===== config.mk =====
export PLATFORM = sky130hd
export DESIGN_NAME = ifu
export DESIGN_NICKNAME = d
export VERILOG_FILES = /design/src/fetch_types_pkg.sv /design/src/mem_types_pkg.sv /design/src/fetch_if.sv /design/src/fetch_pc.sv /design/src/icache.sv /design/src/instr_fifo.sv /design/src/ifu.sv
export VERILOG_INCLUDE_DIRS = /design/src
export SDC_FILE = /design/constraint.sdc
export NUM_CORES = 2
export LEC_CHECK = 0
export CAP_MARGIN = 0
export CORE_ASPECT_RATIO = 1.75
export CORE_MARGIN = 10
export CORE_UTILIZATION = 60
export DETAILED_ROUTE_END_ITERATION = 10
export DONT_BUFFER_PORTS = 1
export PLACE_DENSITY = 0.73
export RECOVER_POWER = 50
export SLEW_MARGIN = 25
export SYNTH_ARGS = -nofsm -noshare
export SYNTH_HDL_FRONTEND = slang
export SYNTH_SLANG_ARGS = --single-unit

===== constraint.sdc =====
create_clock -name clk -period 32.4 [get_ports clk]
set_clock_uncertainty 0.1 [all_clocks]
set_input_delay 4.86 -clock clk [delete_from_list [all_inputs] [get_ports clk]]
set_output_delay 4.86 -clock clk [all_outputs]
set_load 0.05 [all_outputs]

===== src/ifu_params.svh =====
// fetch unit macros: widths, cache geometry, fifo depth, reset pc, opcodes
`ifndef IFU_PARAMS_SVH
`define IFU_PARAMS_SVH

// byte address and instruction word widths
`define ADDR_WIDTH 32
`define INSTR_WIDTH 32

// icache geometry, direct mapped
// 4 words per line, 128 bit line
`define LINE_WORDS 4
`define NUM_SETS 16

// instruction fifo entries
`define FIFO_DEPTH 8

// first fetch address after reset
`define RESET_PC 32'h0000_0000

// opcodes seen by the predecoder, instr[31:26]
// jump carries a 26 bit word offset
`define OP_JUMP 6'b000010
// conditional branch carries a 16 bit word offset
`define OP_BRANCH 6'b000100

`endif


===== src/fetch_types_pkg.sv =====
// fetch-side types: address, instruction, fifo entry vector and its field offsets
`include "ifu_params.svh"

package fetch_types_pkg;

    typedef logic [`ADDR_WIDTH-1:0]  addr_t;  // byte address
    typedef logic [`INSTR_WIDTH-1:0] instr_t; // one instruction word

    // fifo entry layout, msb to lsb:
    // {instr, pc, is_branch, pred_taken, target}
    localparam int TARGET_LSB = 0;
    localparam int PRED_BIT   = TARGET_LSB + `ADDR_WIDTH;   // 1 = predicted taken
    localparam int BR_BIT     = PRED_BIT + 1;               // branch info valid
    localparam int PC_LSB     = BR_BIT + 1;
    localparam int INSTR_LSB  = PC_LSB + `ADDR_WIDTH;
    localparam int ENTRY_W    = INSTR_LSB + `INSTR_WIDTH;   // 98 bits

    // whole entry travels as one flat vector
    // slice with the offsets above
    typedef logic [ENTRY_W-1:0] fifo_entry_t;

    // ADDR_WIDTH must be wide enough for the sign extended jump offset
    localparam int JUMP_OFF_W = 26;
    localparam int BR_OFF_W   = 16;

endpackage


===== src/mem_types_pkg.sv =====
// memory-side types: cache line, tag, index, address split and refill fsm states
`include "ifu_params.svh"

package mem_types_pkg;

    localparam int BYTE_BITS   = $clog2(`INSTR_WIDTH / 8);  // byte within word
    localparam int WORD_BITS   = $clog2(`LINE_WORDS);       // word within line
    localparam int OFFSET_BITS = BYTE_BITS + WORD_BITS;     // byte within line
    localparam int INDEX_BITS  = $clog2(`NUM_SETS);
    localparam int TAG_BITS    = `ADDR_WIDTH - INDEX_BITS - OFFSET_BITS;

    typedef logic [`LINE_WORDS*`INSTR_WIDTH-1:0] line_t;   // word 0 in the low bits
    typedef logic [TAG_BITS-1:0]                  tag_t;
    typedef logic [INDEX_BITS-1:0]                index_t;

    // four-phase refill handshake
    typedef enum logic [1:0] {
        IDLE,    // no refill, watching for a miss
        REQ,     // mem_req high, waiting on mem_ack
        RELEASE  // req dropped, waiting for ack to fall
    } refill_state_t;

endpackage


===== src/fetch_if.sv =====
// fetch_if interface: pc stage to instruction fifo enqueue path with modports
`timescale 1ns/1ps

interface fetch_if;
    import fetch_types_pkg::*;

    logic        valid; // fetched entry present, from the pc stage
    logic        ready; // fifo not full
    fifo_entry_t entry; // instr, pc, branch info, target

    // push happens when valid && ready

    // pc stage side
    modport producer (
        output valid,
        output entry,
        input  ready
    );

    // fifo side
    modport consumer (
        input  valid,
        input  entry,
        output ready
    );

endinterface


===== src/fetch_pc.sv =====
// fetch_pc module: pc register, next-pc mux, static branch predecode, enqueue control
`timescale 1ns/1ps
`include "ifu_params.svh"

module fetch_pc (
    input  logic                    clk,
    input  logic                    rst_n,
    input  logic                    recovery_valid,
    input  fetch_types_pkg::addr_t  recovery_pc,
    input  logic                    hit,
    input  fetch_types_pkg::instr_t instr,
    output fetch_types_pkg::addr_t  pc,
    fetch_if.producer               fetch
);
    import fetch_types_pkg::*;

    logic [5:0] opcode;
    logic       is_jump;
    logic       is_cond;
    logic       is_branch;
    logic       pred_taken;
    addr_t      pc_plus4;
    addr_t      jump_off;   // sign extended, already times 4
    addr_t      br_off;
    addr_t      target;
    logic       advance;    // instruction accepted this cycle
    addr_t      next_pc;

    // predecode
    assign opcode  = instr[`INSTR_WIDTH-1 -: 6];
    assign is_jump = (opcode == `OP_JUMP);
    assign is_cond = (opcode == `OP_BRANCH);

    assign pc_plus4 = pc + addr_t'(4);
    assign jump_off = {{(`ADDR_WIDTH-JUMP_OFF_W-2){instr[JUMP_OFF_W-1]}},
                       instr[JUMP_OFF_W-1:0], 2'b00};
    assign br_off   = {{(`ADDR_WIDTH-BR_OFF_W-2){instr[BR_OFF_W-1]}},
                       instr[BR_OFF_W-1:0], 2'b00};

    always_comb begin
        is_branch  = 1'b0;
        pred_taken = 1'b0;
        target     = '0;            // non-branch carries zero target
        if (is_jump) begin
            is_branch  = 1'b1;
            pred_taken = 1'b1;      // jumps always taken
            target     = pc_plus4 + jump_off;
        end else if (is_cond) begin
            is_branch  = 1'b1;
            pred_taken = instr[BR_OFF_W-1]; // backward taken, forward not
            target     = pc_plus4 + br_off;
        end
    end

    // stall when the cache misses or the fifo is full
    assign advance = hit && fetch.ready;

    always_comb begin
        if (recovery_valid)
            next_pc = recovery_pc;                  // backend redirect wins
        else if (!advance)
            next_pc = pc;                           // hold
        else if (pred_taken)
            next_pc = target;
        else
            next_pc = pc_plus4;
    end

    always_ff @(posedge clk or negedge rst_n) begin
        if (!rst_n)
            pc <= addr_t'(`RESET_PC);
        else
            pc <= next_pc;
    end

    // enqueue side, fifo drops the push itself during recovery
    assign fetch.valid = hit;

    always_comb begin
        fetch.entry = '0;
        fetch.entry[INSTR_LSB +: `INSTR_WIDTH] = instr;
        fetch.entry[PC_LSB +: `ADDR_WIDTH]     = pc;
        fetch.entry[BR_BIT]                    = is_branch;
        fetch.entry[PRED_BIT]                  = pred_taken;
        fetch.entry[TARGET_LSB +: `ADDR_WIDTH] = target;
    end

    // recovery pc comes from the backend, predecoded targets from the program
    a_pc_aligned : assert property (@(posedge clk) disable iff (!rst_n)
        pc[1:0] == 2'b00)
        else $error("fetch pc not word aligned: %h", pc);

endmodule


===== src/icache.sv =====
// icache module: direct-mapped tag/valid/data arrays, hit and word select, refill fsm
`timescale 1ns/1ps
`include "ifu_params.svh"

module icache (
    input  logic                    clk,
    input  logic                    rst_n,
    input  fetch_types_pkg::addr_t  pc,
    output logic                    hit,
    output fetch_types_pkg::instr_t instr,
    output logic                    mem_req,
    output fetch_types_pkg::addr_t  mem_addr,
    input  logic                    mem_ack,
    input  mem_types_pkg::line_t    mem_data
);
    import fetch_types_pkg::*;
    import mem_types_pkg::*;

    // storage
    tag_t                  tag_arr  [`NUM_SETS];
    line_t                 data_arr [`NUM_SETS];
    logic [`NUM_SETS-1:0]  valid_arr;           // only state that needs reset

    // lookup fields of the current pc
    index_t                idx;
    tag_t                  pc_tag;
    logic [WORD_BITS-1:0]  word_sel;
    line_t                 rd_line;

    // refill
    refill_state_t         state;
    refill_state_t         state_nxt;
    addr_t                 miss_addr;           // line aligned, held through REQ
    index_t                fill_idx;
    tag_t                  fill_tag;
    logic                  fill_we;

    assign idx      = pc[OFFSET_BITS +: INDEX_BITS];    // pc[7:4]
    assign word_sel = pc[BYTE_BITS +: WORD_BITS];       // pc[3:2]
    assign pc_tag   = pc[`ADDR_WIDTH-1 -: TAG_BITS];

    // combinational read
    assign rd_line = data_arr[idx];
    assign hit     = valid_arr[idx] && (tag_arr[idx] == pc_tag);
    assign instr   = rd_line[word_sel*`INSTR_WIDTH +: `INSTR_WIDTH];

    assign fill_idx = miss_addr[OFFSET_BITS +: INDEX_BITS];
    assign fill_tag = miss_addr[`ADDR_WIDTH-1 -: TAG_BITS];
    assign fill_we  = (state == REQ) && mem_ack;        // line arrives

    // four-phase handshake
    always_comb begin
        state_nxt = state;
        case (state)
            IDLE:    if (!hit) state_nxt = REQ;         // miss seen
            REQ:     if (mem_ack) state_nxt = RELEASE;  // drop req next edge
            RELEASE: if (!mem_ack) state_nxt = IDLE;    // ack gone, may req again
            default: state_nxt = IDLE;
        endcase
    end

    always_ff @(posedge clk or negedge rst_n) begin
        if (!rst_n) begin
            state     <= IDLE;
            valid_arr <= '0;
        end else begin
            state <= state_nxt;
            if (fill_we)
                valid_arr[fill_idx] <= 1'b1;
        end
    end

    // miss address latched on the way into REQ
    always_ff @(posedge clk) begin
        if (state == IDLE && !hit)
            miss_addr <= {pc[`ADDR_WIDTH-1:OFFSET_BITS], {OFFSET_BITS{1'b0}}};
    end

    // arrays, written only by refill
    always_ff @(posedge clk) begin
        if (fill_we) begin
            data_arr[fill_idx] <= mem_data;
            tag_arr[fill_idx]  <= fill_tag;
        end
    end

    assign mem_req  = (state == REQ);
    assign mem_addr = miss_addr;

    // memory samples the address across the whole wait for ack
    a_addr_stable : assert property (@(posedge clk) disable iff (!rst_n)
        mem_req && !mem_ack |=> $stable(mem_addr))
        else $error("mem_addr changed while waiting for ack");

    // phase 5: a new request only once the previous ack has fallen
    a_req_after_ack : assert property (@(posedge clk) disable iff (!rst_n)
        $rose(mem_req) |-> !mem_ack)
        else $error("mem_req raised while mem_ack still high");

endmodule


===== src/instr_fifo.sv =====
// circular instruction fifo module with flush and a valid/ready dispatch port
`timescale 1ns/1ps
`include "ifu_params.svh"

module instr_fifo (
    input  logic                         clk,
    input  logic                         rst_n,
    input  logic                         flush,
    fetch_if.consumer                    enq,
    input  logic                         dispatch_ready,
    output logic                         deq_valid,
    output fetch_types_pkg::fifo_entry_t deq_entry
);
    import fetch_types_pkg::*;

    localparam int PTR_W = $clog2(`FIFO_DEPTH);

    fifo_entry_t        buf_mem [`FIFO_DEPTH]; // entry payload
    logic [PTR_W-1:0]   wr_ptr;
    logic [PTR_W-1:0]   rd_ptr;
    logic [PTR_W:0]     count;                 // 0..FIFO_DEPTH
    logic               full;
    logic               push;
    logic               pop;

    assign full      = (count == (PTR_W+1)'(`FIFO_DEPTH));
    assign enq.ready = !full;
    assign deq_valid = (count != '0);
    assign deq_entry = buf_mem[rd_ptr];       // head shown straight away

    // flush cancels both sides in the same cycle
    assign push = enq.valid && enq.ready && !flush;
    assign pop  = deq_valid && dispatch_ready && !flush;

    always_ff @(posedge clk or negedge rst_n) begin
        if (!rst_n) begin
            wr_ptr <= '0;
            rd_ptr <= '0;
            count  <= '0;
        end else if (flush) begin
            wr_ptr <= '0;                     // empty with pointers realigned
            rd_ptr <= '0;
            count  <= '0;
        end else begin
            if (push)
                wr_ptr <= wr_ptr + 1'b1;      // power of 2 depth wraps
            if (pop)
                rd_ptr <= rd_ptr + 1'b1;
            case ({push, pop})
                2'b10:   count <= count + 1'b1;
                2'b01:   count <= count - 1'b1;
                default: count <= count;      // both or neither
            endcase
        end
    end

    always_ff @(posedge clk) begin
        if (push)
            buf_mem[wr_ptr] <= enq.entry;
    end

    // a push at full or a pop at empty would leave count out of range
    a_count_range : assert property (@(posedge clk) disable iff (!rst_n)
        count <= (PTR_W+1)'(`FIFO_DEPTH))
        else $error("instruction fifo count out of range: %0d", count);

    // pointer distance tracks the count unless an entry was lost or doubled
    a_ptr_count : assert property (@(posedge clk) disable iff (!rst_n)
        wr_ptr == rd_ptr + count[PTR_W-1:0])
        else $error("instruction fifo pointers disagree with count");

endmodule


===== src/ifu.sv =====
// ifu top module: pc stage, icache and instruction fifo wired to plain ports
`timescale 1ns/1ps
`include "ifu_params.svh"

module ifu (
    input  logic                    clk,
    input  logic                    rst_n,
    // backend redirect
    input  logic                    recovery_valid,
    input  fetch_types_pkg::addr_t  recovery_pc,
    // line refill, four-phase
    output logic                    mem_req,
    output fetch_types_pkg::addr_t  mem_addr,
    input  logic                    mem_ack,
    input  mem_types_pkg::line_t    mem_data,
    // dispatch
    input  logic                    dispatch_ready,
    output logic                    instr_valid,
    output fetch_types_pkg::instr_t instr_data,
    output fetch_types_pkg::addr_t  instr_pc,
    output logic                    instr_is_branch,
    output logic                    instr_pred_taken,
    output fetch_types_pkg::addr_t  instr_target
);
    import fetch_types_pkg::*;

    addr_t       pc;
    logic        hit;
    instr_t      instr;
    fifo_entry_t deq_entry;

    fetch_if fetch_bus ();   // pc stage -> fifo

    fetch_pc pc_stage (
        .clk            (clk),
        .rst_n          (rst_n),
        .recovery_valid (recovery_valid),
        .recovery_pc    (recovery_pc),
        .hit            (hit),
        .instr          (instr),
        .pc             (pc),
        .fetch          (fetch_bus)
    );

    icache icache_unit (
        .clk      (clk),
        .rst_n    (rst_n),
        .pc       (pc),
        .hit      (hit),
        .instr    (instr),
        .mem_req  (mem_req),
        .mem_addr (mem_addr),
        .mem_ack  (mem_ack),
        .mem_data (mem_data)
    );

    instr_fifo ififo (
        .clk            (clk),
        .rst_n          (rst_n),
        .flush          (recovery_valid),   // wrong-path entries dropped
        .enq            (fetch_bus),
        .dispatch_ready (dispatch_ready),
        .deq_valid      (instr_valid),
        .deq_entry      (deq_entry)
    );

    // head entry split into dispatch fields
    assign instr_data       = deq_entry[INSTR_LSB +: `INSTR_WIDTH];
    assign instr_pc         = deq_entry[PC_LSB +: `ADDR_WIDTH];
    assign instr_is_branch  = deq_entry[BR_BIT];
    assign instr_pred_taken = deq_entry[PRED_BIT];
    assign instr_target     = deq_entry[TARGET_LSB +: `ADDR_WIDTH];

endmodule


== Word level (Yosys, flattened, before mapping) ==
Memories as Yosys holds them, arrays and structs flattened.
Index checks and enable logic that the tools add are counted.

* Memories: 3
* Bits in writable memories: 3216
* Latch bits: 0
* Word-level logic and storage cells: 78
* ROM bits: 0
* Output and inout port bits: 132
* Flip-flop bits (word level): 88
* Bits of input ports: 165

{| class="wikitable"
|+ Memories
! memory !! words !! width !! rd ports !! clocked after memory_dff !! write ports !! line !! source
|-
| icache_unit.data_arr || 16 || 128 || 1 || 0 || 1 || icache.sv:21 || <nowiki>line_t data_arr [`NUM_SETS];</nowiki>
|-
| ififo.buf_mem || 8 || 98 || 1 || 0 || 1 || instr_fifo.sv:18 || <nowiki>fifo_entry_t buf_mem [`FIFO_DEPTH];</nowiki>
|-
| icache_unit.tag_arr || 16 || 24 || 1 || 0 || 1 || icache.sv:20 || <nowiki>tag_t tag_arr [`NUM_SETS];</nowiki>
|}

* $lt $le $gt $ge: 3
* Div/mod/pow operators: 0
* Add/sub/neg operators: 7
* Reduce and logical (&&, ||, !) cells: 18
* Bitwise gates (word level): 1
* Multiplexer cells: 27
* Shift-type cells: 1
* Multipliers: 0
* Eq/ne operators: 11

{| class="wikitable"
|+ Operators by type and width
! cell !! count
|-
| 32-bit 2-to-1 mux || 5
|-
| 128-bit by 8-bit variable part select with 32-bit output || 1
|-
| 32-bit adder || 2
|-
| 32-bit by 3-bit adder with 32-bit output, second input constant || 1
|-
| 24-bit == test || 1
|-
| 16-bit bitwise OR || 1
|-
| 3-bit 2-to-1 mux || 4
|-
| 4-bit by 5-bit less-than comparator with 1-bit output, second input constant || 2
|-
| 1-bit 2-to-1 mux || 10
|-
| 1-bit logical AND || 8
|-
| 4-bit one-hot mux with 2 select lines || 1
|-
| 3-bit by 1-bit adder with 3-bit output, second input constant || 2
|-
| 6-bit by 2-bit == test with 1-bit output, second input constant || 1
|-
| 6-bit by 3-bit == test with 1-bit output, second input constant || 1
|-
| 2-bit 2-to-1 mux || 3
|-
| 2-bit one-hot mux with 3 select lines || 1
|-
| 2-bit nonzero test || 3
|-
| 4-bit by 1-bit adder with 4-bit output, second input constant || 1
|-
| 1-bit binary-select mux with 4-bit select || 1
|-
| 1-bit demux with 4-bit select || 1
|-
| 2-bit by 1-bit == test with 1-bit output, second input constant || 2
|-
| 2-bit == test, second input constant || 2
|-
| 4-bit == test, second input constant || 1
|-
| 4-bit by 1-bit greater-or-equal comparator with 1-bit output, second input constant || 1
|-
| 9 further kinds || 12
|}

== Longest topological paths before layout ==
* Word-level depth: 8
* Depth in mapped cells: 26
* Mapped depth without buffers: 18

== By module ==
From an unflattened synthesis, not the netlist that was laid out.

* Cells, all modules: 5735
* Area, all modules: 130149.8 um^2

{| class="wikitable"
|+ Modules (own cells, without submodules)
! module !! seq. area each (um^2) !! area each (um^2) !! cells each !! instances
|-
| icache || 74321.3 || 94435.6 || 3763 || 1
|-
| instr_fifo || 23792.8 || 29971.2 || 1208 || 1
|-
| fetch_pc || 800.8 || 5743.0 || 764 || 1
|}

== Least setup slack after synthesis ==
No wires, ideal clock.

* Path type: input to register
* Start: input mem_ack
* End: register icache_unit.valid_arr[0]
* Buffers on the path: 0
* Data required time: 32.169 ns
* Stages: 4
* Setup slack: 15.615 ns
* Arrival: 16.554 ns
* Cells stage by stage: nand2_1 -> or3_1 -> nor3_1 -> or2_2

* Word-level cells in the longest chain between the ends: 1

{| class="wikitable"
|+ Ends and longest elaborated chain
! what !! line !! source
|-
| from (decl) || ifu.sv:14 || <nowiki>input logic mem_ack,</nowiki>
|-
| 1-bit logical AND || icache.sv:49 || <nowiki>assign fill_we = (state == REQ) && mem_ack;</nowiki>
|-
| to (signal assigned) || icache.sv:65 || <nowiki>valid_arr <= '0;</nowiki>
|-
| to (signal, indexed assignment) || icache.sv:69 || <nowiki>valid_arr[fill_idx] <= 1'b1;</nowiki>
|-
| to (decl) || icache.sv:22 || <nowiki>logic [`NUM_SETS-1:0] valid_arr;</nowiki>
|}

Every way passes these cells.
A chain may end at the register's enable or synchronous reset.

== Worst setup path after layout ==
* Start: register pc_stage.pc[5]
* End: memory ififo.buf_mem[6][30] in the netlist's numbering (data pin)

* Word-level cells in the longest chain between the ends: 5

{| class="wikitable"
|+ Ends and longest elaborated chain
! what !! line !! source
|-
| from (decl) || fetch_pc.sv:12 || <nowiki>output fetch_types_pkg::addr_t pc,</nowiki>
|-
| from (signal assigned) || fetch_pc.sv:71 || <nowiki>pc <= addr_t'(`RESET_PC);</nowiki>
|-
| from (signal assigned) || fetch_pc.sv:73 || <nowiki>pc <= next_pc;</nowiki>
|-
| memory read 16 x 128 bit || n/a ||
|-
| 128-bit by 8-bit variable part select with 32-bit output || icache.sv:45 || <nowiki>assign instr = rd_line[word_sel*`INSTR_WIDTH +: `INSTR_WIDTH];</nowiki>
|-
| 32-bit adder / 6-bit by 3-bit == test with 1-bit output (equally long branches) || n/a ||
|-
| 32-bit 2-to-1 mux || fetch_pc.sv:48 || <nowiki>end else if (is_cond) begin</nowiki>
|-
| 32-bit 2-to-1 mux * || fetch_pc.sv:44 || <nowiki>if (is_jump) begin</nowiki>
|-
| named net fetch_bus.entry[30] || fetch_if.sv:9 || <nowiki>fifo_entry_t entry;</nowiki>
|-
| to (decl) || instr_fifo.sv:18 ||
|}

Mark *: on every way through the listed nets, which the timed path passes. The rest lies on a longest branch.

==> impl_metrics.csv <==
group,metric,value,unit
clock_tree,ctsResizeCount,0,
setup_path,startpoint,"pc_stage.pc[5]",
global_routing,grt.overflow.total,0,
floorplanning,dieWidth,372,um
global_routing,grt_pass1_wl,471000,um
place,place_inst,8474,
sta,max_freq,53.6,MHz
clock_tree,numCtsBuffers,290,
pwr,finalPower,9.43,mW
layout,fin_area,142000,um2
sta,relSlewSlack,-6.00,
layout,area_growth,9.57,%
floorplanning,core,215000,um2
sta,hold_violations,0,
clock_tree,cts_tree,"done",
flow_run,cap_violations,31,
floorplanning,die_area,236000,um2
routing,viasPerCell,6.81,
status,violations,"max-capacitance violations, max-slew violations",
global_routing,grt_max_degree,155,
sta,hold_ws,366,ps
pwr,power_density,66.3,nW/um2
global_routing,antenna_found_initial,10,
global_routing,grtUsageTotal,0.279,
yosys,async_reset_ff_frac,0.0182,
sta,tightest_slew,10490,ps
routing,ant_nets,0,
yosys,syn_avg_cell_area,22.3,um2
place,pre_cts_ws,22940,ps
floorplanning,row_count,225,
yosys,ys_ff_latch,3304,
clock_tree,cts_root_buffer,"clkbuf_16",
routing,drtPass1Iterations,6,
layout,final_cell_mix,"3,244 x edfxtp_1, 844 x mux4_2, 301 x clkbuf_16",
layout,drive_gt1_frac,0.246,
layout,fillers,13500,
routing,wl_per_cell,36.2,um
yosys,synth_top_area_cell,"edfxtp_1",
yosys,synth-main-ff-cell,"edfxtp_1",
yosys,synth_edf_count,3244,
routing,drt_iter0_drc,6887,
sta,slew_viol_final,1716,
sta,rsz0062_at_grt,"false",
setup_path,critPathKind,"register to register",
clock_tree,cts_htree_levels,5,
clock_tree,cts_num_sinks,3304,
yosys,ys_seq_area_frac,0.762,
yosys,netlist_area,130000,um2
clock_tree,clock_path_buffers,4,
setup_path,cp-start-kind,"register",
yosys,netlist_top_cells_area,"edfxtp_1 75%, mux4_2 15%, mux2i_1 1.4%, dfrtp_1 1.2%, mux2_2 1.0%",
floorplanning,die_y,635,um
sta,setup_viol,0,
place,hpwl,186000,um
setup_path,reg2reg_slack,13750,ps
yosys,synth_top_area_share,0.750,
clock_tree,cts_setup_buffers,0,
global_routing,grt_pass1_vias,64500,
sta,fin_ws,13750,ps
setup_path,crit_end,"ififo.buf_mem[6][30]",
clock_tree,clk_pin_slew_worst_paths,70,ps
yosys,ys_warn_count,0,
setup_path,timing.rr.start,"pc_stage.pc[5]",
place,numPortBuffers,0,
worst_hold_path,hold_path_class,"register to register",
sta,min_period_over_period,0.576,
setup_path,critPathMaxFanout,100,
layout,nNetsFinal,6153,
setup_path,arrival,19180,ps
floorplanning,num_io_pins,297,
layout,final_common_cell,"edfxtp_1",
yosys,yosys.cell_types.count,94,
sta,min_period,18650,ps
setup_path,critPathRequiredTime,32930,ps
place,gp_congestion,0.933,
yosys,syn_inst,5813,
routing,wl,327000,um
pwr,p_leak,44.5,nW
routing,route.vias.total,61600,
clock_tree,clk_latency,870,ps
floorplanning,initial_core_util,0.603,
layout,layoutNonFillerInstCount,9038,
routing,drc,0,
setup_path,r2r_cells,17,
setup_path,worstSetupEndpointType,"register",
pwr,ir_drop,60.0,uV
setup_path,worstReg2RegEnd,"ififo.buf_mem[6][30]",
status,status,"finished with violations",
layout,post-route-util,0.661,
place,placed_cell_area,133000,um2
clock_tree,cts_hold_buf,0,
sta,fin_setup_tns,0,ps
[logic make-up after synthesis]
family,Yosys count,synth area share
other cells,1,0.0000289
simple gates,452,0.0180
mux,1156,0.173
compound gates,424,0.0229
buf+inv,345,0.0133
flops,3304,0.762
fa+ha+maj,48,0.00468
xor+xnor,83,0.00560
[how the worst min path moves through the flow]
stage | from | endpoint | cells after the start
floorplan | icache_unit.valid_arr[10] | icache_unit.valid_arr[10] | 1
finish | icache_unit.valid_arr[2] | icache_unit.valid_arr[2] | 1
global route | icache_unit.valid_arr[11] | icache_unit.valid_arr[11] | 1
global placement | icache_unit.valid_arr[4] | icache_unit.valid_arr[4] | 1
CTS | icache_unit.valid_arr[9] | icache_unit.valid_arr[9] | 1
detailed placement | icache_unit.valid_arr[8] | icache_unit.valid_arr[8] | 1
[Yosys cell counts (8+ instances only)]
library cell,count
a221oi_1,18
or2_2,21
nor3_1,32
nand4_1,21
nand2b_1,16
a21o_1,31
xnor2_1,57
mux4_1,14
a21oi_1,66
nand3_1,35
ha_1,47
nor2_1,112
or3_1,8
a22oi_1,27
and2_1,15
a22o_1,28
and3_1,14
clkbuf_1,126
xor2_1,26
mux4_2,844
buf_2,82
o22ai_1,42
inv_1,39
nand2_1,93
o21ai_0,62
a211oi_1,25
buf_4,32
o211ai_1,13
mux2i_1,178
buf_1,40
nor4_1,12
o21a_1,10
and4_1,8
mux2_2,119
dfrtp_1,60
a31oi_1,10
edfxtp_1,3244
buf_6,15
nor2b_1,26
[metal layers]
metal / GRT usage / routed length [um] / up-vias
li1: - / - / 24900
met4: 0.136 / 18300 / 6
met1: 0.342 / 112000 / 33000
met5: 0 / 37 / -
met2: 0.467 / 168000 / 3001
met3: 0.0633 / 28800 / 643
[critical path: stages (launching register included)]
cell	delay, ps
dfrtp_1	1820
clkbuf_1	5100
clkbuf_1	2970
clkbuf_1	2760
mux4_2	720
a211oi_1	100
o21ai_0	130
and4_1	210
clkbuf_1	1200
ha_1	480
a21oi_1	160
o21ai_0	370
a21oi_1	260
o21ai_0	100
a2111oi_0	580
o21ai_0	310
o311ai_0	470
a32o_1	410
[report_power, final]
group / switching, mW / total, mW / internal (mW) / leakage [nW]
sequential: 0.131 / 5.07 / 4.94 / 30.1
combinational: 0.618 / 0.966 / 0.348 / 9.95
clock: 1.50 / 3.39 / 1.89 / 4.45
total: 2.25 / 9.43 / 7.18 / 44.5
[registers in the layout, summed over array words and instances, names as in the netlist]
register / cells
icache_unit.data_arr: 2048
icache_unit.mem_addr: 28
icache_unit.state: 2
icache_unit.tag_arr: 384
icache_unit.valid_arr: 16
ififo.buf_mem: 784
ififo.count: 4
ififo.rd_ptr: 3
ififo.wr_ptr: 3
pc_stage.pc: 32
[final cells by class]
cell class | instances | area [um2] | area share
tap | 2837 | 3550 | 0.0250
clock inverter | 141 | 1400 | 0.00983
multi-input combinational | 2167 | 29300 | 0.206
clock buffer | 365 | 7770 | 0.0547
sequential | 3304 | 98900 | 0.696
timing repair buffer | 135 | 997 | 0.00701
antenna | 47 | 118 | 0.000827
inverter | 42 | 165 | 0.00116
No activity file was read; power rests on OpenSTA's default activity.
